## config.mk

```make
export PLATFORM = sky130hd
export DESIGN_NAME = result_buffer
export DESIGN_NICKNAME = d
export VERILOG_FILES = /design/src/hdc_pkg.sv /design/src/result_buffer.sv
export VERILOG_INCLUDE_DIRS = /design/src /design/src/src
export SDC_FILE = /design/constraint.sdc
export NUM_CORES = 1
export LEC_CHECK = 0
export BUFFER_PORTS_ARGS = -buffer_cell sky130_fd_sc_hd__buf_4
export CAP_MARGIN = 25
export CORE_MARGIN = 10
export CORE_UTILIZATION = 45
export DETAILED_ROUTE_END_ITERATION = 16
export GPL_TIMING_DRIVEN = 1
export PLACE_DENSITY_LB_ADDON = 0.25
export SKIP_LAST_GASP = 1
export SLEW_MARGIN = 30
export SYNTH_ARGS = -nofsm -noshare
export SYNTH_HDL_FRONTEND = slang
export SYNTH_SLANG_ARGS = --single-unit
```

## constraint.sdc

```tcl
create_clock -name AXIS_ACLK -period 36.8 [get_ports AXIS_ACLK]
set_input_delay 1.84 -clock AXIS_ACLK [delete_from_list [all_inputs] [get_ports AXIS_ACLK]]
set_output_delay 1.84 -clock AXIS_ACLK [all_outputs]
set_load 0.005 [all_outputs]
```

## src/hdc_settings.svh

```systemverilog
`ifndef HDC_SETTINGS_SVH
`define HDC_SETTINGS_SVH

// ============================================================
// hypervector geometry
// ============================================================

`define HDC_DIM         256
`define HDC_WORD        32
// generator words per hypervector
`define HDC_WORDS       8

// counter width allows at most 255 beats per bundle
`define HDC_CNT_W       8
`define HDC_IDX_W       16

// ============================================================
// register map and generator seed
// ============================================================

`define HDC_REG_CTRL    12'h000
`define HDC_REG_ITEM    12'h004

`define HDC_SEED        32'd2463534242

`endif

```

## src/hdc_pkg.sv

```systemverilog
`include "hdc_settings.svh"

package hdc_pkg;

    // ============================================================
    // data types
    // ============================================================

    // one full hypervector
    typedef logic [`HDC_DIM-1:0] hv_t;

    // per-bit vote count or beat count
    typedef logic [`HDC_CNT_W-1:0] cnt_t;

    // item index for tie-break selection
    typedef logic [`HDC_IDX_W-1:0] idx_t;

    // ============================================================
    // control word from the register block
    // ============================================================

    // run enables bundling and gen starts item generation
    typedef struct packed {
        logic run;
        logic gen;
        idx_t item_sel;
    } ctrl_t;

endpackage

```

## src/result_buffer.sv

```systemverilog
`timescale 1ns/10ps
`default_nettype none

module result_buffer (
    input  wire logic         AXIS_ACLK,
    input  wire logic         S_AXI_ARESETN,
    input  wire logic         run,
    input  wire hdc_pkg::hv_t res_data,
    input  wire logic         res_valid,
    output logic              res_ready,
    output hdc_pkg::hv_t      M_AXIS_TDATA,
    output logic              M_AXIS_TVALID,
    output logic              M_AXIS_TLAST,
    input  wire logic         M_AXIS_TREADY
);

    import hdc_pkg::*;

    hv_t        mem_q [2];
    logic       wr_ptr;
    logic       rd_ptr;
    logic [1:0] count;
    logic       push;
    logic       pop;

    // ============================================================
    // occupancy driven handshakes
    // ============================================================

    assign res_ready     = (count != 2'd2);
    assign M_AXIS_TVALID = (count != 2'd0);
    assign M_AXIS_TDATA  = mem_q[rd_ptr];
    // every result is a single-beat packet
    assign M_AXIS_TLAST  = M_AXIS_TVALID;

    assign push = res_valid && res_ready;
    assign pop  = M_AXIS_TVALID && M_AXIS_TREADY;

    // flushed while run is low
    always_ff @(posedge AXIS_ACLK) begin
        if (!S_AXI_ARESETN || !run) begin
            wr_ptr <= 1'b0;
            rd_ptr <= 1'b0;
            count  <= 2'd0;
        end else begin
            if (push) begin
                wr_ptr <= ~wr_ptr;
            end
            if (pop) begin
                rd_ptr <= ~rd_ptr;
            end
            count <= count + 2'(push) - 2'(pop);
        end
    end

    always_ff @(posedge AXIS_ACLK) begin
        if (push) begin
            mem_q[wr_ptr] <= res_data;
        end
    end

endmodule

`default_nettype wire

```

==> metrics <==
core box area 41100 um^2; Fill cells 3018; Clk pin slew, worst setup/hold paths 0.05 ns; Finished Cell Area 24800 um^2; Post-CTS Resized 0; Synth area leaders edfxtp_1 (82%), mux2_2 (15%), buf_6 (1.6%); initial antenna violation count 4; slowest stage delay, CP 0.93 ns; mapped cell area 18800 um^2; Worst Hold Depth 2; Final nets 1640; total gr overflow 0; clk buf depth 3; period utilization 0.143; Max-Cap Viols 0; Crit Path Class reg -> out; outcome complete, no violations; number of distinct library cells after synthesis 18; Yosys top cell by area edfxtp_1; DR vias/cell 4.99; count leader, synth edfxtp_1; post-CTS setup buffers 0; Final HPWL DP 33.1 mm; total I/O pin count 520; post-synth top area share 0.818; die width 224 um; Hold Path Origin rd_ptr$_SDFFE_PP0P_; final WL 46.4 mm; Die H 224 um; Post-DRT Antenna Nets 0; Largest delay share family, worst path buffers and inverters; skew final 0.0130 ns; Seq/Total Area, Yosys 0.823; Clk Latency, worst-skew pair 0.57 ns; Slew Limit Fails 0; synthesis-to-layout area growth 31.8%; GRT Total Usage 0.177; P per Cell Area 52.1 nW/um^2; vias in the first global route 10.4k; fin crit period 5.25 ns; Reg-to-Reg End mem_q[0][184]$_DFFE_PP_; worst path required time 34.96 ns; Async SR Flop Fraction 0; crit-path cells buf_6 -> buf_4 -> mux2_2 -> buf_4; worst relative slew slack 0.409; hold-fix buffers at CTS 0; startpoint types flop; CTS tree yes; crit end category primary output; largest net degree at the start of global routing 78; most common library cells after synthesis edfxtp_1 (512), mux2_2 (256), buf_6 (26); H-tree depth 2; Buf/Inv on CP 3; Hold Vio Cnt, Final 0; gpl congestion 0.797; fmax 190 MHz; number of synthesized flops with an enable pin 512; Max FO, Critical Path 77; VDD IR max 0.0452 mV; reg-to-reg setup timing slack 33.32 ns; Critical R2R Launch count[0]$_SDFF_PP0_; critical path's slowest cell dfxtp_4; first-pass GRT wire length 66.3 mm; #FFs+latches synth 517; Post-Syn Nets 1085; drt drc 0; reg2reg path depth 6; CP arrival 3.41 ns; Row Count 74; Hold Crit Class reg -> reg; die area 50400 um^2; CTS Buf Count 52; Starting Density 0.457; instance area at placement 23200 um^2; per-cell routed wire length 23.8 um; root buffer cell clkbuf_16; Ys Warns 0; CP dominant cell by count buf_4; total number of vias 9734; Initial DRC Count 849; layout cells sized above 1 0.607; IO Port Bufs 519; final setup fails 0; RSZ-0062 raised after global routing no; Post-Synthesis Cells 822; Pre-antenna DRT Iters 4; Synth Area per Inst 22.9 um^2; clock sinks 517; leakage 0.00916 uW; predominant post-synthesis flop cell edfxtp_1; worst slew pin tran 0.886 ns; Setup TNS 0 ns
-- worst min-delay path: cells and delay by family (launching register included) --
family           cells  cell delay [ns]
flip-flops           1             0.32
AND/OR/NAND/NOR      1             0.07
XOR/XNOR             1             0.08
-- layer usage --
layer,track usage,vias to the layer above,share of wire
met2,0.300,387,0.51
met1,0.197,4883,0.37
met3,0.0678,67,0.095
met4,0.0728,0,0.028
met5,0,-,0
li1,-,4397,-
-- placed cells by master, fill, tap and decap left out, types with 5 or more instances in the layout --
cell | synthesis | final
buf_4 | 2 | 525
edfxtp_1 | 512 | 512
mux2_2 | 256 | 256
clkbuf_16 | 0 | 53
clkinv_1 | 0 | 14
clkbuf_1 | 0 | 10
clkinv_2 | 0 | 5
-- where the power goes --
part           total [uW]  internal [uW]  switching, uW
clock                 495            290            205
combinational         110           61.8           48.4
sequential            687            680           6.85
-- worst max-delay path by stage --
stage                          from                       to  slack, ns  cells past startpoint
after floorplan           res_valid    mem_q[0][0]$_DFFE_PP_      23.39                      2
after global placement    res_valid  mem_q[0][124]$_DFFE_PP_      31.73                      6
after detailed placement  res_valid  mem_q[0][124]$_DFFE_PP_      32.00                      6
after CTS                      flop         M_AXIS_TDATA[31]      31.37                      4
after global routing           flop         M_AXIS_TDATA[31]      31.29                      4
final                          flop         M_AXIS_TDATA[31]      31.55                      4
-- through the flow --
step / total power [uW] / hold WS (ns) / setup slack (ns) / util / cells
6_report: 1290 / 0.512 / 31.55 / 0.603 / 1949
5_1_grt: 1340 / 0.551 / 31.29 / 0.603 / 1949
4_1_cts: 1310 / 0.515 / 31.37 / 0.603 / 1945
3_5_place_dp: 812 / 0.499 / 32.00 / 0.564 / 1855
3_3_place_gp: 809 / 0.495 / 31.73 / 0.563 / 1854
2_1_floorplan: 746 / 0.467 / 23.39 / - / 822
-- layout make-up --
type | count | area [um^2] | share of cell area
inverter | 1 | 3.75 | 0.000151
timing repair buffer | 530 | 4010 | 0.162
sequential | 517 | 15500 | 0.624
multi-input combinational | 275 | 3020 | 0.122
clock buffer | 63 | 1360 | 0.0550
tap | 532 | 666 | 0.0269
antenna | 4 | 10.0 | 0.000404
clock inverter | 27 | 231 | 0.00934
-- sequential cells by signal, indices dropped and copies added, names as in the netlist, named ones only --
register / cells
wr_ptr: 1
rd_ptr: 1
mem_q: 512
count: 2
-- cell families after synthesis --
kind of cell / synth area share
buf+inv: 0.0168
compound gates: 0.000399
fa+ha+maj: 0.00133
flops: 0.823
mux: 0.154
xor+xnor: 0.00140
simple gates: 0.00313
Power figures use the tool's default switching activity.
