## src/hdc_settings.svh

```systemverilog
`ifndef HDC_SETTINGS_SVH
`define HDC_SETTINGS_SVH

// ============================================================
// hypervector geometry
// ============================================================

`define HDC_DIM         256
`define HDC_WORD        32
// generator words per hypervector
`define HDC_WORDS       8

// counter width allows at most 255 beats per bundle
`define HDC_CNT_W       8
`define HDC_IDX_W       16

// ============================================================
// register map and generator seed
// ============================================================

`define HDC_REG_CTRL    12'h000
`define HDC_REG_ITEM    12'h004

`define HDC_SEED        32'd2463534242

`endif

```

## src/hdc_pkg.sv

```systemverilog
`include "hdc_settings.svh"

package hdc_pkg;

    // ============================================================
    // data types
    // ============================================================

    // one full hypervector
    typedef logic [`HDC_DIM-1:0] hv_t;

    // per-bit vote count or beat count
    typedef logic [`HDC_CNT_W-1:0] cnt_t;

    // item index for tie-break selection
    typedef logic [`HDC_IDX_W-1:0] idx_t;

    // ============================================================
    // control word from the register block
    // ============================================================

    // run enables bundling and gen starts item generation
    typedef struct packed {
        logic run;
        logic gen;
        idx_t item_sel;
    } ctrl_t;

endpackage

```

## src/item_vector_gen.sv

```systemverilog
`timescale 1ns/10ps
`default_nettype none
`include "hdc_settings.svh"

module item_vector_gen (
    input  wire logic           AXIS_ACLK,
    input  wire logic           S_AXI_ARESETN,
    input  wire hdc_pkg::ctrl_t ctrl,
    output hdc_pkg::hv_t        tie_vec,
    output logic                gen_done
);

    import hdc_pkg::*;

    localparam int WCNT_W = $clog2(`HDC_WORDS);

    logic [`HDC_WORD-1:0] rng_q;
    logic [`HDC_WORD-1:0] rng_next;
    logic [WCNT_W-1:0]    wcnt;
    idx_t                 vcnt;
    hv_t                  asm_q;
    hv_t                  full_vec;
    logic                 vec_last;

    // xorshift32 with shifts 13, 17 and 5
    function automatic logic [`HDC_WORD-1:0] xorshift32(input logic [`HDC_WORD-1:0] s);
        logic [`HDC_WORD-1:0] x;
        x = s;
        x = x ^ (x << 13);
        x = x ^ (x >> 17);
        x = x ^ (x << 5);
        return x;
    endfunction

    assign rng_next = xorshift32(rng_q);
    assign vec_last = (wcnt == WCNT_W'(`HDC_WORDS - 1));

    // completed vector including the word produced this cycle
    always_comb begin
        full_vec = asm_q;
        full_vec[`HDC_DIM-1 -: `HDC_WORD] = rng_next;
    end

    // ============================================================
    // generator state and counters
    // ============================================================

    always_ff @(posedge AXIS_ACLK) begin
        if (!S_AXI_ARESETN || !ctrl.gen) begin
            rng_q <= `HDC_SEED;
            wcnt  <= '0;
            vcnt  <= '0;
        end else begin
            rng_q <= rng_next;
            wcnt  <= vec_last ? '0 : wcnt + 1'b1;
            if (vec_last) begin
                vcnt <= vcnt + 1'b1;
            end
        end
    end

    // word j goes to bits 32j upward
    always_ff @(posedge AXIS_ACLK) begin
        if (ctrl.gen) begin
            asm_q[wcnt*`HDC_WORD +: `HDC_WORD] <= rng_next;
        end
    end

    // capture the selected item and pulse done
    always_ff @(posedge AXIS_ACLK) begin
        if (!S_AXI_ARESETN) begin
            tie_vec  <= '0;
            gen_done <= 1'b0;
        end else begin
            gen_done <= 1'b0;
            if (ctrl.gen && vec_last && (vcnt == ctrl.item_sel)) begin
                tie_vec  <= full_vec;
                gen_done <= 1'b1;
            end
        end
    end

endmodule

`default_nettype wire

```

## config.mk

```make
export PLATFORM = sky130hd
export DESIGN_NAME = item_vector_gen
export DESIGN_NICKNAME = d
export VERILOG_FILES = /design/src/hdc_pkg.sv /design/src/item_vector_gen.sv
export VERILOG_INCLUDE_DIRS = /design/src /design/src/src
export SDC_FILE = /design/constraint.sdc
export NUM_CORES = 1
export LEC_CHECK = 0
export ABC_CLOCK_PERIOD_IN_PS = 11160
export BUFFER_PORTS_ARGS = -buffer_cell sky130_fd_sc_hd__buf_2
export CAP_MARGIN = 0
export CORE_MARGIN = 4
export CORE_UTILIZATION = 50
export DETAILED_ROUTE_END_ITERATION = 16
export GPL_TIMING_DRIVEN = 0
export PLACE_DENSITY = 0.71
export SLEW_MARGIN = 25
export SYNTH_ARGS = -nofsm -noshare
export SYNTH_HDL_FRONTEND = slang
export SYNTH_SLANG_ARGS = --single-unit
export TNS_END_PERCENT = 1
```

## constraint.sdc

```tcl
create_clock -name AXIS_ACLK -period 11.16 [get_ports AXIS_ACLK]
set_input_delay 1.116 -clock AXIS_ACLK [delete_from_list [all_inputs] [get_ports AXIS_ACLK]]
set_output_delay 1.116 -clock AXIS_ACLK [all_outputs]
set_load 0.03 [all_outputs]
```

==> flow_summary.yaml <==
sta:
  finClkSkew_ns: 0.0130
  rsz0062_at_grt: "no"
  clock.fmax_mhz: 289
  hold_viol: 0
  min_period_over_period_pct: 31.0
  fin_crit_ns: 3.46
  tightest_slew_ns: 1.09
  maxSlewViolCount: 0
  final.setup.tns_ns: 0
  finalSetupViolations: 0
  maxSlewHeadroom_pct: 27.2
hold_path:
  hp-class: "register to register"
  hp-start: "tie_vec[81]"
layout:
  post_layout_nonfiller_instances: 2817
  final_nets: 2279
  fillers: 3180
  drive_above_1_share_pct: 21.5
  syn_to_final_growth_pct: 22.5
global_route:
  grt_max_degree: 28
  globalRouteOverflowTotal: 0
  track_usage_pct: 27.7
  grt_first_pass_wirelength_um: 93200
  first_global_vias: 15500
  antenna_found_initial: 0
worst_setup_path:
  criticalPathCategory: "register to register"
  worstPathArrival_ns: 3.74
  rrSetupSlack_ns: 7.70
  critPathMaxFanout: 19
  r2r_start: "wcnt[0]"
  critical_path.endpoint_type: "register"
  start_kind: "register"
  crit_path_start: "wcnt[0]"
  cp.required_ns: 11.44
place:
  dpl.cell_count: 2716
  gp_congestion: 0.878
  dp.final_hpwl_um: 44100
  numPortBuffers: 275
logic_synthesis:
  avgSynthCellArea_um2: 10.5
  synth-seq-cells: 532
  synth.distinct_cells: 34
  synth_top_family_by_area: "compound AO/OA/AOI/OAI gates"
  synthesis.nets: 1912
  synthXorXnorAreaFrac_pct: 4.74
  yosysTopAreaCell: "edfxtp_1"
  yosys_warnings: 0
  synth_cells: 1886
  synth_compound_area_share_pct: 13.3
  synth_edf_count: 224
  synth_area_um2: 19800
  async_reset_ff_share_pct: 0
  synthTopCellsByArea: "edfxtp_1 (34%), dfxtp_1 (31%), a21oi_1 (6.5%)"
  yosysTopAreaCellShare_pct: 33.9
  synthSimpleGateAreaFrac_pct: 12.8
  yosysSeqAreaShare_pct: 65.1
  ys.flop_type: "dfxtp_1"
  synth.mux.area_fraction_pct: 0.0505
  synth_adder_area_share_pct: 0.379
cts:
  post_cts_resized: 0
  ctsHoldBuffers: 0
  clkLatencyLatePin_ns: 0.58
  post-cts-setup-buffers: 0
  clockBufferDepth: 3
  numCtsBuffers: 53
  htree_levels: 2
  clk_pin_slew_ns: 0.06
  cts_root_buffer: "clkbuf_16"
  clock_sinks: 532
  cts_tree: "done"
power_and_ir_drop:
  power_density_nw_per_um2: 245
  leakagePower_nw: 9.20
  ir_worst_vdd_mv: 0.260
job:
  drv_cap: 0
drt:
  drt-pass1-iter-count: 6
  avgViaCountPerCell: 5.80
  drc: 0
  wl_um: 62300
  drt_iter0_markers: 1860
  wl_per_cell_um: 22.1
  via_count: 16300
  antenna_left: 0
floorplanning:
  die_area_um2: 42900
  die_h_um: 207
  start_util_pct: 50.9
  core.rowCount: 72
  coreArea_um2: 38900
  die_x_um: 207
  ios: 277
status:
  status: "completed"
==> worst paths after layout <==
| check | endpoint | cells after the start |
|---|---|---|
| worst min-delay path | tie_vec[81] | 2 |
| worst max register to register | asm_q[17] | 10 |
| worst max-delay path | asm_q[17] | 10 |
| worst min register to register | tie_vec[81] | 2 |
==> area by class of cell <==
| class | count | area [um2] | share of cell area, % |
|---|---|---|---|
| inverters | 7 | 26.3 | 0.108 |
| well taps | 518 | 648 | 2.67 |
| clock buffers | 82 | 1560 | 6.42 |
| plain buffers | 168 | 714 | 2.94 |
| flip-flops and latches | 532 | 12900 | 53.1 |
| clock inverters | 18 | 154 | 0.634 |
| multi-input cells | 1179 | 6420 | 26.5 |
| diodes | 1 | 2.50 | 0.0103 |
| repair buffers | 312 | 1840 | 7.60 |
==> placed cells by master (no fill, tap or decap), drive strengths merged, types with 6 or more instances in the layout <==
cell / count
buf: 372
xnor2: 60
nor3: 6
nor2: 267
edfxtp: 224
o21ai: 235
clkbuf: 190
a211oi: 22
inv: 7
or3: 12
a21oi: 257
nand3: 228
ha: 6
clkinv: 12
dfxtp: 308
nand2: 23
xor2: 34
==> per-layer routing <==
metal	vias up	wire length [um]	share of wire (%)	GRT usage, %
met4	0	2390	3.8	9.92
met2	873	28800	46	44.4
li1	7386	-	-	-
met5	-	0	0	0
met1	7931	24300	39	37.3
met3	136	6870	11	6.55
==> sequential cells by signal, indices dropped and copies added (netlist names) <==
register  flops
gen_done      1
rng_q        32
wcnt          3
tie_vec     256
vcnt         16
asm_q       224
==> synthesized netlist by cell type (12+ instances only) <==
cell / count
a21oi_1: 257
dfxtp_1: 308
nor2_1: 267
or3_1: 12
o21ai_0: 235
xnor2_1: 51
nand3_1: 228
buf_2: 57
nand2_1: 23
xor2_1: 29
edfxtp_1: 224
clkbuf_1: 107
a211oi_1: 22
==> stage by stage <==
stage,util [%],worst slack (ns),hold WS (ns),total power (W),cell area (um2)
finish,62.4,7.70,0.468,0.00595,24300
detailed placement,57.9,7.51,0.462,0.00416,22600
global placement,56.1,4.91,0.456,0.00368,21800
CTS,62.3,7.75,0.470,0.00590,24300
global route,62.3,7.53,0.489,0.00602,24300
floorplan,-,6.16,0.483,0.00279,19800
==> where the power goes <==
part | internal (W) | switching (W) | total [W]
sequential | 0.00209 | 0.0000408 | 0.00213
combinational | 0.000575 | 0.00149 | 0.00207
clock | 0.00101 | 0.000741 | 0.00175
==> cell families after synthesis <==
| group | Yosys count |
|---|---|
| XOR/XNOR | 94 |
| adder cells (fa/ha/maj) | 6 |
| AO/OA/AOI/OAI | 514 |
| flip-flops | 532 |
| AND/OR/NAND/NOR | 564 |
| multiplexers | 1 |
| buffers and inverters | 175 |
==> critical path: stages, from the launching register on <==
cell      delay (ns)
dfxtp_1         0.34
clkbuf_1        0.36
inv_1           0.16
ha_1            0.25
ha_1            0.27
clkbuf_1        0.22
nor2_1          0.20
nand4b_1        0.27
clkbuf_1        0.38
nor2_4          0.49
buf_16          0.22
(Power assumes the default switching activity.)
