[src/hdc_settings.svh]
`ifndef HDC_SETTINGS_SVH
`define HDC_SETTINGS_SVH

// ============================================================
// hypervector geometry
// ============================================================

`define HDC_DIM         256
`define HDC_WORD        32
// generator words per hypervector
`define HDC_WORDS       8

// counter width allows at most 255 beats per bundle
`define HDC_CNT_W       8
`define HDC_IDX_W       16

// ============================================================
// register map and generator seed
// ============================================================

`define HDC_REG_CTRL    12'h000
`define HDC_REG_ITEM    12'h004

`define HDC_SEED        32'd2463534242

`endif

[src/hdc_pkg.sv]
`include "hdc_settings.svh"

package hdc_pkg;

    // ============================================================
    // data types
    // ============================================================

    // one full hypervector
    typedef logic [`HDC_DIM-1:0] hv_t;

    // per-bit vote count or beat count
    typedef logic [`HDC_CNT_W-1:0] cnt_t;

    // item index for tie-break selection
    typedef logic [`HDC_IDX_W-1:0] idx_t;

    // ============================================================
    // control word from the register block
    // ============================================================

    // run enables bundling and gen starts item generation
    typedef struct packed {
        logic run;
        logic gen;
        idx_t item_sel;
    } ctrl_t;

endpackage

[src/axil_regs.sv]
`timescale 1ns/10ps
`default_nettype none
`include "hdc_settings.svh"

module axil_regs (
    input  wire logic       AXIS_ACLK,
    input  wire logic       S_AXI_ARESETN,
    input  wire logic [11:0] S_AXI_AWADDR,
    input  wire logic       S_AXI_AWVALID,
    output logic            S_AXI_AWREADY,
    input  wire logic [31:0] S_AXI_WDATA,
    input  wire logic [3:0] S_AXI_WSTRB,
    input  wire logic       S_AXI_WVALID,
    output logic            S_AXI_WREADY,
    output logic [1:0]      S_AXI_BRESP,
    output logic            S_AXI_BVALID,
    input  wire logic       S_AXI_BREADY,
    input  wire logic [11:0] S_AXI_ARADDR,
    input  wire logic       S_AXI_ARVALID,
    output logic            S_AXI_ARREADY,
    output logic [31:0]     S_AXI_RDATA,
    output logic [1:0]      S_AXI_RRESP,
    output logic            S_AXI_RVALID,
    input  wire logic       S_AXI_RREADY,
    input  wire logic       gen_done,
    output hdc_pkg::ctrl_t  ctrl
);

    typedef enum logic [2:0] {
        ST_IDLE,
        ST_ADDR,
        ST_DATA,
        ST_BRESP,
        ST_RFETCH,
        ST_RRESP
    } state_t;

    state_t      state;
    logic [11:0] awaddr_q;
    logic [31:0] wdata_q;
    logic [3:0]  wstrb_q;
    logic [11:0] araddr_q;
    logic        wr_en;
    logic [11:0] wr_addr;
    logic [31:0] wr_data;
    logic [3:0]  wr_strb;
    logic        ctrl_wr;
    logic        item_wr;
    logic [31:0] rd_word;

    // ============================================================
    // handshake outputs
    // ============================================================

    assign S_AXI_AWREADY = (state == ST_IDLE) || (state == ST_DATA);
    assign S_AXI_WREADY  = (state == ST_IDLE) || (state == ST_ADDR);
    // pending write beats any read
    assign S_AXI_ARREADY = (state == ST_IDLE) && !S_AXI_AWVALID && !S_AXI_WVALID;
    assign S_AXI_BVALID  = (state == ST_BRESP);
    assign S_AXI_RVALID  = (state == ST_RRESP);
    assign S_AXI_BRESP   = 2'b00;
    assign S_AXI_RRESP   = 2'b00;

    // write lands when the second of address and data is taken
    assign wr_en = ((state == ST_IDLE) && S_AXI_AWVALID && S_AXI_WVALID)
                || ((state == ST_ADDR) && S_AXI_WVALID)
                || ((state == ST_DATA) && S_AXI_AWVALID);
    assign wr_addr = (state == ST_ADDR) ? awaddr_q : S_AXI_AWADDR;
    assign wr_data = (state == ST_DATA) ? wdata_q : S_AXI_WDATA;
    assign wr_strb = (state == ST_DATA) ? wstrb_q : S_AXI_WSTRB;
    assign ctrl_wr = wr_en && ({wr_addr[11:2], 2'b00} == `HDC_REG_CTRL);
    assign item_wr = wr_en && ({wr_addr[11:2], 2'b00} == `HDC_REG_ITEM);

    always_ff @(posedge AXIS_ACLK) begin
        if (!S_AXI_ARESETN) begin
            state <= ST_IDLE;
        end else begin
            case (state)
                ST_IDLE: begin
                    if (S_AXI_AWVALID && S_AXI_WVALID) begin
                        state <= ST_BRESP;
                    end else if (S_AXI_AWVALID) begin
                        state <= ST_ADDR;
                    end else if (S_AXI_WVALID) begin
                        state <= ST_DATA;
                    end else if (S_AXI_ARVALID) begin
                        state <= ST_RFETCH;
                    end
                end
                ST_ADDR: begin
                    if (S_AXI_WVALID) begin
                        state <= ST_BRESP;
                    end
                end
                ST_DATA: begin
                    if (S_AXI_AWVALID) begin
                        state <= ST_BRESP;
                    end
                end
                ST_BRESP: begin
                    if (S_AXI_BREADY) begin
                        state <= ST_IDLE;
                    end
                end
                ST_RFETCH: begin
                    state <= ST_RRESP;
                end
                ST_RRESP: begin
                    if (S_AXI_RREADY) begin
                        state <= ST_IDLE;
                    end
                end
                default: begin
                    state <= ST_IDLE;
                end
            endcase
        end
    end

    // held address, data and read word
    always_ff @(posedge AXIS_ACLK) begin
        if (S_AXI_AWVALID && S_AXI_AWREADY) begin
            awaddr_q <= S_AXI_AWADDR;
        end
        if (S_AXI_WVALID && S_AXI_WREADY) begin
            wdata_q <= S_AXI_WDATA;
            wstrb_q <= S_AXI_WSTRB;
        end
        if (S_AXI_ARVALID && S_AXI_ARREADY) begin
            araddr_q <= S_AXI_ARADDR;
        end
        if (state == ST_RFETCH) begin
            S_AXI_RDATA <= rd_word;
        end
    end

    // ============================================================
    // register file
    // ============================================================

    always_comb begin
        rd_word = '0;
        case ({araddr_q[11:2], 2'b00})
            `HDC_REG_CTRL: rd_word[1:0] = {ctrl.run, ctrl.gen};
            `HDC_REG_ITEM: rd_word[`HDC_IDX_W-1:0] = ctrl.item_sel;
            default:       rd_word = '0;
        endcase
    end

    always_ff @(posedge AXIS_ACLK) begin
        if (!S_AXI_ARESETN) begin
            ctrl <= '0;
        end else begin
            // a CTRL write on the same edge overrides gen_done
            if (ctrl_wr && wr_strb[0]) begin
                ctrl.run <= wr_data[1];
                ctrl.gen <= wr_data[0];
            end else if (gen_done) begin
                ctrl.gen <= 1'b0;
            end
            if (item_wr && wr_strb[0]) begin
                ctrl.item_sel[7:0] <= wr_data[7:0];
            end
            if (item_wr && wr_strb[1]) begin
                ctrl.item_sel[15:8] <= wr_data[15:8];
            end
        end
    end

endmodule

`default_nettype wire

[config.mk]
export PLATFORM = sky130hd
export DESIGN_NAME = axil_regs
export DESIGN_NICKNAME = d
export VERILOG_FILES = /design/src/hdc_pkg.sv /design/src/axil_regs.sv
export VERILOG_INCLUDE_DIRS = /design/src /design/src/src
export SDC_FILE = /design/constraint.sdc
export NUM_CORES = 1
export LEC_CHECK = 0
export BUFFER_PORTS_ARGS = -buffer_cell sky130_fd_sc_hd__buf_4
export CORE_ASPECT_RATIO = 1.1
export CORE_MARGIN = 5
export CORE_UTILIZATION = 45
export CTS_CLUSTER_DIAMETER = 80
export DETAILED_ROUTE_END_ITERATION = 8
export PLACE_DENSITY = 0.78
export REMOVE_ABC_BUFFERS = 1
export SLEW_MARGIN = 20
export SYNTH_ARGS = -nofsm -noshare
export SYNTH_HDL_FRONTEND = slang
export SYNTH_SLANG_ARGS = --single-unit
[constraint.sdc]
create_clock -name AXIS_ACLK -period 3.6 [get_ports AXIS_ACLK]
set_input_delay 0.72 -clock AXIS_ACLK [delete_from_list [all_inputs] [get_ports AXIS_ACLK]]
set_output_delay 0.72 -clock AXIS_ACLK [all_outputs]
set_load 0.1 [all_outputs]
==> flow_metrics.env, run 1 <==
export IMPL_die_w_um=91.1
export IMPL_place_area_um2=3890
export IMPL_cp_end_kind="primary output"
export IMPL_crit_slowest_cell="buf_4"
export IMPL_grt_pass1_vias=2066
export IMPL_ant_nets=0
export IMPL_synth_area_um2=3260
export IMPL_hp_class="reg -> reg"
export IMPL_fin_ws_ns=1.10
export IMPL_cts_buffers=9
export IMPL_cp_start_kind="primary input"
export IMPL_cap_violations=0
export IMPL_drt_pass1_iterations=4
export IMPL_yosys_cell_types_count=30
export IMPL_fin_setup_tns_ns=0
export IMPL_num_vias=2033
export IMPL_drv_slew=0
export IMPL_grt_overflow_total=0
export IMPL_coreArea_um2=7050
export IMPL_start_util_pct=46.2
export IMPL_fin_crit_ns=2.50
export IMPL_drive_above_1_share_pct=40.7
export IMPL_cts_resized_gates=0
export IMPL_powerDensity_nw_per_um2=476
export IMPL_cp_max_fo=6
export IMPL_die_y_um=99.2
export IMPL_min_path_cells=2
export IMPL_critPathLaunch="S_AXI_WVALID"
export IMPL_dpl_hpwl_um=4690
export IMPL_clockBufferDepth=2
export IMPL_arrival_ns=1.78
export IMPL_yosysTopAreaCellShare_pct=49.8
export IMPL_tightest_slew_ns=0.908
export IMPL_area_delta_synth_final_pct=26.0
export IMPL_clkPwrFrac_pct=35.6
export IMPL_drc=0
export IMPL_final_area_um2=4110
export IMPL_critPathBufInv=2
export IMPL_status="finished, final reports clean"
export IMPL_setup_worst_path_end="S_AXI_ARREADY"
export IMPL_cts_max_level=3
export IMPL_syn_avg_cell_area_um2=13.5
export IMPL_power_mw=1.95
export IMPL_clock_sinks=75
export IMPL_cts_setup_buffers=0
export IMPL_place_ws_ns=1.12
export IMPL_grt_total_usage_pct=14.2
export IMPL_dieArea_um2=9040
export IMPL_ir_drop_mv=0.246
export IMPL_via_per_inst=4.88
export IMPL_cts_hold_buf=0
export IMPL_p_sw_share_pct=26.9
export IMPL_period_share_pct=69.3
export IMPL_setup_violations=0
export IMPL_drtIter0Drc=41
export IMPL_share_comb_of_total_power_pct=14.7
export IMPL_gp_congestion=0.764
export IMPL_rr_startpoint="state[1]$_SDFFE_PN0P_"
export IMPL_cts_root_buf="clkbuf_8"
export IMPL_crit_chain="buf_4 > or2_4 > nor4_1 > buf_4"
export IMPL_grt_pass1_wl_um=10000
export IMPL_clkLatencyLatePin_ns=0.34
export IMPL_routed_wirelength_um=6370
export IMPL_relSlewSlack_pct=39.2
export IMPL_crit_family="simple AND/OR/NAND/NOR gates"
export IMPL_p_sw_mw=0.525
export IMPL_max_freq_ghz=0.401
export IMPL_critPathMaxStageDelay_ns=0.37
export IMPL_ys_warn_count=0
export IMPL_rsz0062_at_grt="no"
export IMPL_p_leak_nw=1.67
export IMPL_power_internal_mw=1.43
export IMPL_placed_cells=401
export IMPL_reg2reg_depth=5
export IMPL_nNetsFinal=395
export IMPL_finClkSkew_ns=0.00864
export IMPL_numPortBuffers=84
export IMPL_crit_top_cell="buf_4"
export IMPL_crit_type="in -> out"
export IMPL_yosys_area_top_type="edfxtp_1"
export IMPL_cts_tree="yes"
export IMPL_antenna_found_initial=0
export IMPL_rows=32
export IMPL_synthCells=241
export IMPL_clkTransAtPathRegs_ns=0.07
export IMPL_synthTopCellsByArea="edfxtp_1 (50%), dfxtp_1 (13%), mux2i_1 (6.1%)"
export IMPL_critPathRequiredTime_ns=2.88
export IMPL_p_seq_share_pct=49.8
export IMPL_diodes=0
export IMPL_finish_cell_count_without_fillers=417
export IMPL_path_depth=4
export IMPL_regToRegEndpoint="ctrl[13]$_SDFFE_PN0P_"
export IMPL_ys_seq_elements=75
export IMPL_grt_max_degree=37
export IMPL_wire_per_inst_um=15.3
export IMPL_synth_seq_area_share_pct=62.7
export IMPL_io_pin_count=127
export IMPL_r2r_slack_ns=1.32
export IMPL_final_hold_viol_count=0
==> how the worst min path moves through the flow <==
stage	from	end
2_1_floorplan	state[1]$_SDFFE_PN0P_	state[2]$_SDFFE_PN0P_
3_3_place_gp	ctrl[3]$_SDFFE_PN0P_	ctrl[3]$_SDFFE_PN0P_
3_5_place_dp	ctrl[4]$_SDFFE_PN0P_	ctrl[4]$_SDFFE_PN0P_
4_1_cts	ctrl[4]$_SDFFE_PN0P_	ctrl[4]$_SDFFE_PN0P_
5_1_grt	ctrl[4]$_SDFFE_PN0P_	ctrl[4]$_SDFFE_PN0P_
6_report	ctrl[4]$_SDFFE_PN0P_	ctrl[4]$_SDFFE_PN0P_
==> Yosys cell counts <==
cell type   n
nand2_1    37
o211ai_4    2
and4_2      2
dfxtp_1    21
a211oi_1    1
clkbuf_1    6
edfxtp_1   54
and4_4      2
nand3_1     2
buf_2       1
nor3_1      2
nor4_1      5
mux2_2     17
a21oi_1     1
nand3b_1    1
mux2_4      3
nor4_4      1
nor4b_1     3
nor3b_1     3
or2_4       1
buf_4      22
conb_1      1
mux2i_1    20
o211a_2     1
buf_6       1
nor3b_2     3
nor2_1     10
nand2b_2    1
inv_1       1
and2_1     16
==> flip-flops by register name, summed over array words and instances, names as in the netlist <==
signal,cells
araddr_q,10
S_AXI_RDATA,16
ctrl,18
wstrb_q,2
state,3
wdata_q,16
awaddr_q,10
==> layout make-up <==
cell class              instances  area [µm²]
fillers                       581        2940
flip-flops and latches         75        2040
multi-input cells             154        1090
repair buffers                 86         646
clock buffers                  10         128
well taps                      85         106
clock inverters                 6        88.8
inverters                       1        3.75
==> worst register-to-register path: stages, from the launching register on <==
cell,delay (ns)
dfxtp_1,0.54
nor3b_4,0.60
buf_4,0.31
mux2_4,0.33
o211ai_4,0.20
mux2i_1,0.23
==> through the flow <==
stage	hold WS, ns	util [%]
floorplan	0.564	-
detailed placement	0.463	55.2
CTS	0.474	58.3
finish	0.469	58.3
global route	0.485	58.3
global placement	0.457	55.2
==> layer usage <==
metal | up-vias | part of all wire, % | GRT usage (%)
met4 | 0 | 1.9 | 8.13
met3 | 10 | 5.0 | 3.25
met5 | - | 0 | 0
met1 | 968 | 39 | 15.9
met2 | 63 | 54 | 24.7
li1 | 992 | - | -
==> logic make-up (layout without fill, tap and decap cells) <==
group | Yosys count | after routing | share of synthesized area [%]
AOI/OAI and AO/OA | 5 | 5 | 2.00
buffers and inverters | 31 | 103 | 6.37
DFF | 75 | 75 | 62.7
muxes | 40 | 40 | 13.4
other | 1 | 20 | 0.115
and+or+nand+nor | 89 | 89 | 15.4
==> layout by cell type, fill, tap and decap left out, types with 3 or more instances in the layout <==
cell type  synthesis  final
dfxtp_1           21     21
nor4b_1            3      3
nor2_1            10     10
mux2i_1           20     20
edfxtp_1          54     54
mux2_4             3      3
and2_1            16     16
buf_4             22     86
conb_1             1     20
clkbuf_8           0      9
nand2_1           37     37
mux2_2            17     17
nor4_1             5      5
nor3b_2            3      3
==> power groups by stage <==
stage / sequential (mW) / combinational (mW) / clock, mW
final: 0.972 / 0.286 / 0.694
after global routing: 0.974 / 0.299 / 0.763
after CTS: 0.972 / 0.288 / 0.716
after detailed placement: 0.992 / 0.286 / 0
after global placement: 0.989 / 0.282 / 0
after floorplan: 1.01 / 0.184 / 0
Power figures use the tool's default switching activity.
==> inputs of run 2 (changes only) <==
==> constraint.sdc (replaced) <==
create_clock -name AXIS_ACLK -period 2.35 [get_ports AXIS_ACLK]
set_input_delay 0.47 -clock AXIS_ACLK [delete_from_list [all_inputs] [get_ports AXIS_ACLK]]
set_output_delay 0.47 -clock AXIS_ACLK [all_outputs]
set_load 0.1 [all_outputs]
==> run 2 against run 1 <==
- sequential power increased by 53%
- via count about the same
- wire length decreased by 2.6%
- non-clock buffer count increased by 4
- cell count increased by 0.96%
==> flow_metrics.env, run 2 (synthesized netlist as in run 1, its figures left out) <==
export IMPL_ant_nets=0
export IMPL_grt_total_usage_pct=14.0
export IMPL_routed_wirelength_um=6200
export IMPL_die_y_um=99.2
export IMPL_critPathRequiredTime_ns=1.88
export IMPL_nNetsFinal=399
export IMPL_grt_pass1_wl_um=10100
export IMPL_start_util_pct=46.2
export IMPL_grt_pass1_vias=2083
export IMPL_cts_buffers=9
export IMPL_fin_ws_ns=0.164
export IMPL_final_hold_viol_count=0
export IMPL_status="finished, final reports clean"
export IMPL_largest_register_ffs=18
export IMPL_clock_sinks=75
export IMPL_cp_max_fo=10
export IMPL_hp_class="in -> reg"
export IMPL_dieArea_um2=9040
export IMPL_cts_root_buf="clkbuf_8"
export IMPL_mostFrequentLayoutCells="buf_4 (90), edfxtp_1 (54), nand2_1 (37)"
export IMPL_cts_hold_buf=0
export IMPL_numPortBuffers=84
export IMPL_cts_setup_buffers=0
export IMPL_clockBufferDepth=2
export IMPL_dpl_hpwl_um=4650
export IMPL_period_share_pct=93.0
export IMPL_finish_cell_count_without_fillers=421
export IMPL_regArea_um2=2040
export IMPL_arrival_ns=1.72
export IMPL_final_common_cell="buf_4"
export IMPL_ir_drop_mv=0.389
export IMPL_finClkSkew_ns=0.00713
export IMPL_die_w_um=91.1
export IMPL_cts_max_level=3
export IMPL_num_vias=2035
export IMPL_fin_crit_ns=2.19
export IMPL_cts_resized_gates=0
export IMPL_clkTransAtPathRegs_ns=0.07
export IMPL_powerDensity_nw_per_um2=699
export IMPL_cp_end_kind="primary output"
export IMPL_area_delta_synth_final_pct=26.2
export IMPL_grt_max_degree=37
export IMPL_cap_violations=0
export IMPL_tightest_slew_ns=0.516
export IMPL_hold_ws_ns=0.316
export IMPL_drt_pass1_iterations=4
export IMPL_rsz0062_at_grt="no"
export IMPL_rows=32
export IMPL_crit_type="reg -> out"
export IMPL_p_leak_nw=1.69
export IMPL_clkLatencyLatePin_ns=0.32
export IMPL_gp_congestion=0.712
export IMPL_relSlewSlack_pct=65.5
export IMPL_drv_slew=0
export IMPL_wire_per_inst_um=14.7
export IMPL_drc=0
export IMPL_antenna_found_initial=0
export IMPL_drive_above_1_share_pct=40.8
export IMPL_cts_tree="yes"
export IMPL_drtIter0Drc=57
export IMPL_via_per_inst=4.83
export IMPL_diodes=0
export IMPL_cp_start_kind="flip-flop"
export IMPL_place_ws_ns=0.389
export IMPL_fillCellCount=604
export IMPL_regMostFlops="ctrl"
export IMPL_max_freq_ghz=0.457
export IMPL_reg_top3="ctrl: 18 flops, S_AXI_RDATA: 16 flops, wdata_q: 16 flops"
export IMPL_grt_overflow_total=0
export IMPL_coreArea_um2=7050
export IMPL_setup_violations=0
export IMPL_placed_cells=405
export IMPL_io_pin_count=127
export IMPL_multiInputGateArea_um2=1090
[run 2: cell count changes in the layout (fill, tap and decap cells not counted), sizes merged]
cell | previous run | this run
buf | 86 | 90
clkinv | 1 | 5
clkinvlp | 2 | 0
bufinv | 2 | 1
inv | 2 | 1
[run 2: path summary, 6_finish.rpt]
path                                end  slack, ns  depth (start not counted)                   from
setup / recovery          S_AXI_ARREADY       0.16                          3  state[1]$_SDFFE_PN0P_
hold reg to reg   ctrl[11]$_SDFFE_PN0P_       0.47                          2  ctrl[11]$_SDFFE_PN0P_
setup reg to reg   ctrl[2]$_SDFFE_PN0P_       0.41                          4  state[0]$_SDFFE_PN0P_
hold / removal    araddr_q[6]$_DFFE_PP_       0.32                          1        S_AXI_ARADDR[6]
[run 2: per-stage QoR]
stage / area (µm²) / setup TNS (ns) / power (mW) / utilization, %
finish: 4110 / 0 / 2.88 / 58.3
global route: 4110 / 0 / 3.00 / 58.3
CTS: 4110 / 0 / 2.90 / 58.3
detailed placement: 3920 / 0 / 1.96 / 55.6
global placement: 3920 / 0 / 1.95 / 55.6
floorplan: 3130 / -30.75 / 1.83 / -
[run 2: cell type report]
| class | instances | share of cell area, % |
|---|---|---|
| Clock buffer | 10 | 3.35 |
| Timing Repair Buffer | 90 | 16.4 |
| Clock inverter | 6 | 1.34 |
| Multi-Input combinational cell | 154 | 26.5 |
| Inverter | 1 | 0.0913 |
| Tap cell | 85 | 2.59 |
| Sequential cell | 75 | 49.7 |
[run 2: per-layer routing]
layer / up-vias / global-route usage (%) / routed length [µm]
met1: 967 / 16.0 / 2470
met2: 58 / 24.5 / 3350
li1: 1006 / - / -
met3: 4 / 4.08 / 319
met5: - / 0 / 0
met4: 0 / 5.42 / 66
[run 2: critical path, stage by stage, from the launching register on]
cell     delay, ns
dfxtp_1       0.42
or2_4         0.32
nor4_1        0.29
buf_4         0.36
[run 2: report_power, final]
part	total, mW	internal, mW	leakage, nW	switching [mW]
Combinational	0.442	0.126	0.947	0.315
Clock	0.945	0.509	0.0988	0.436
Sequential	1.49	1.46	0.644	0.0235
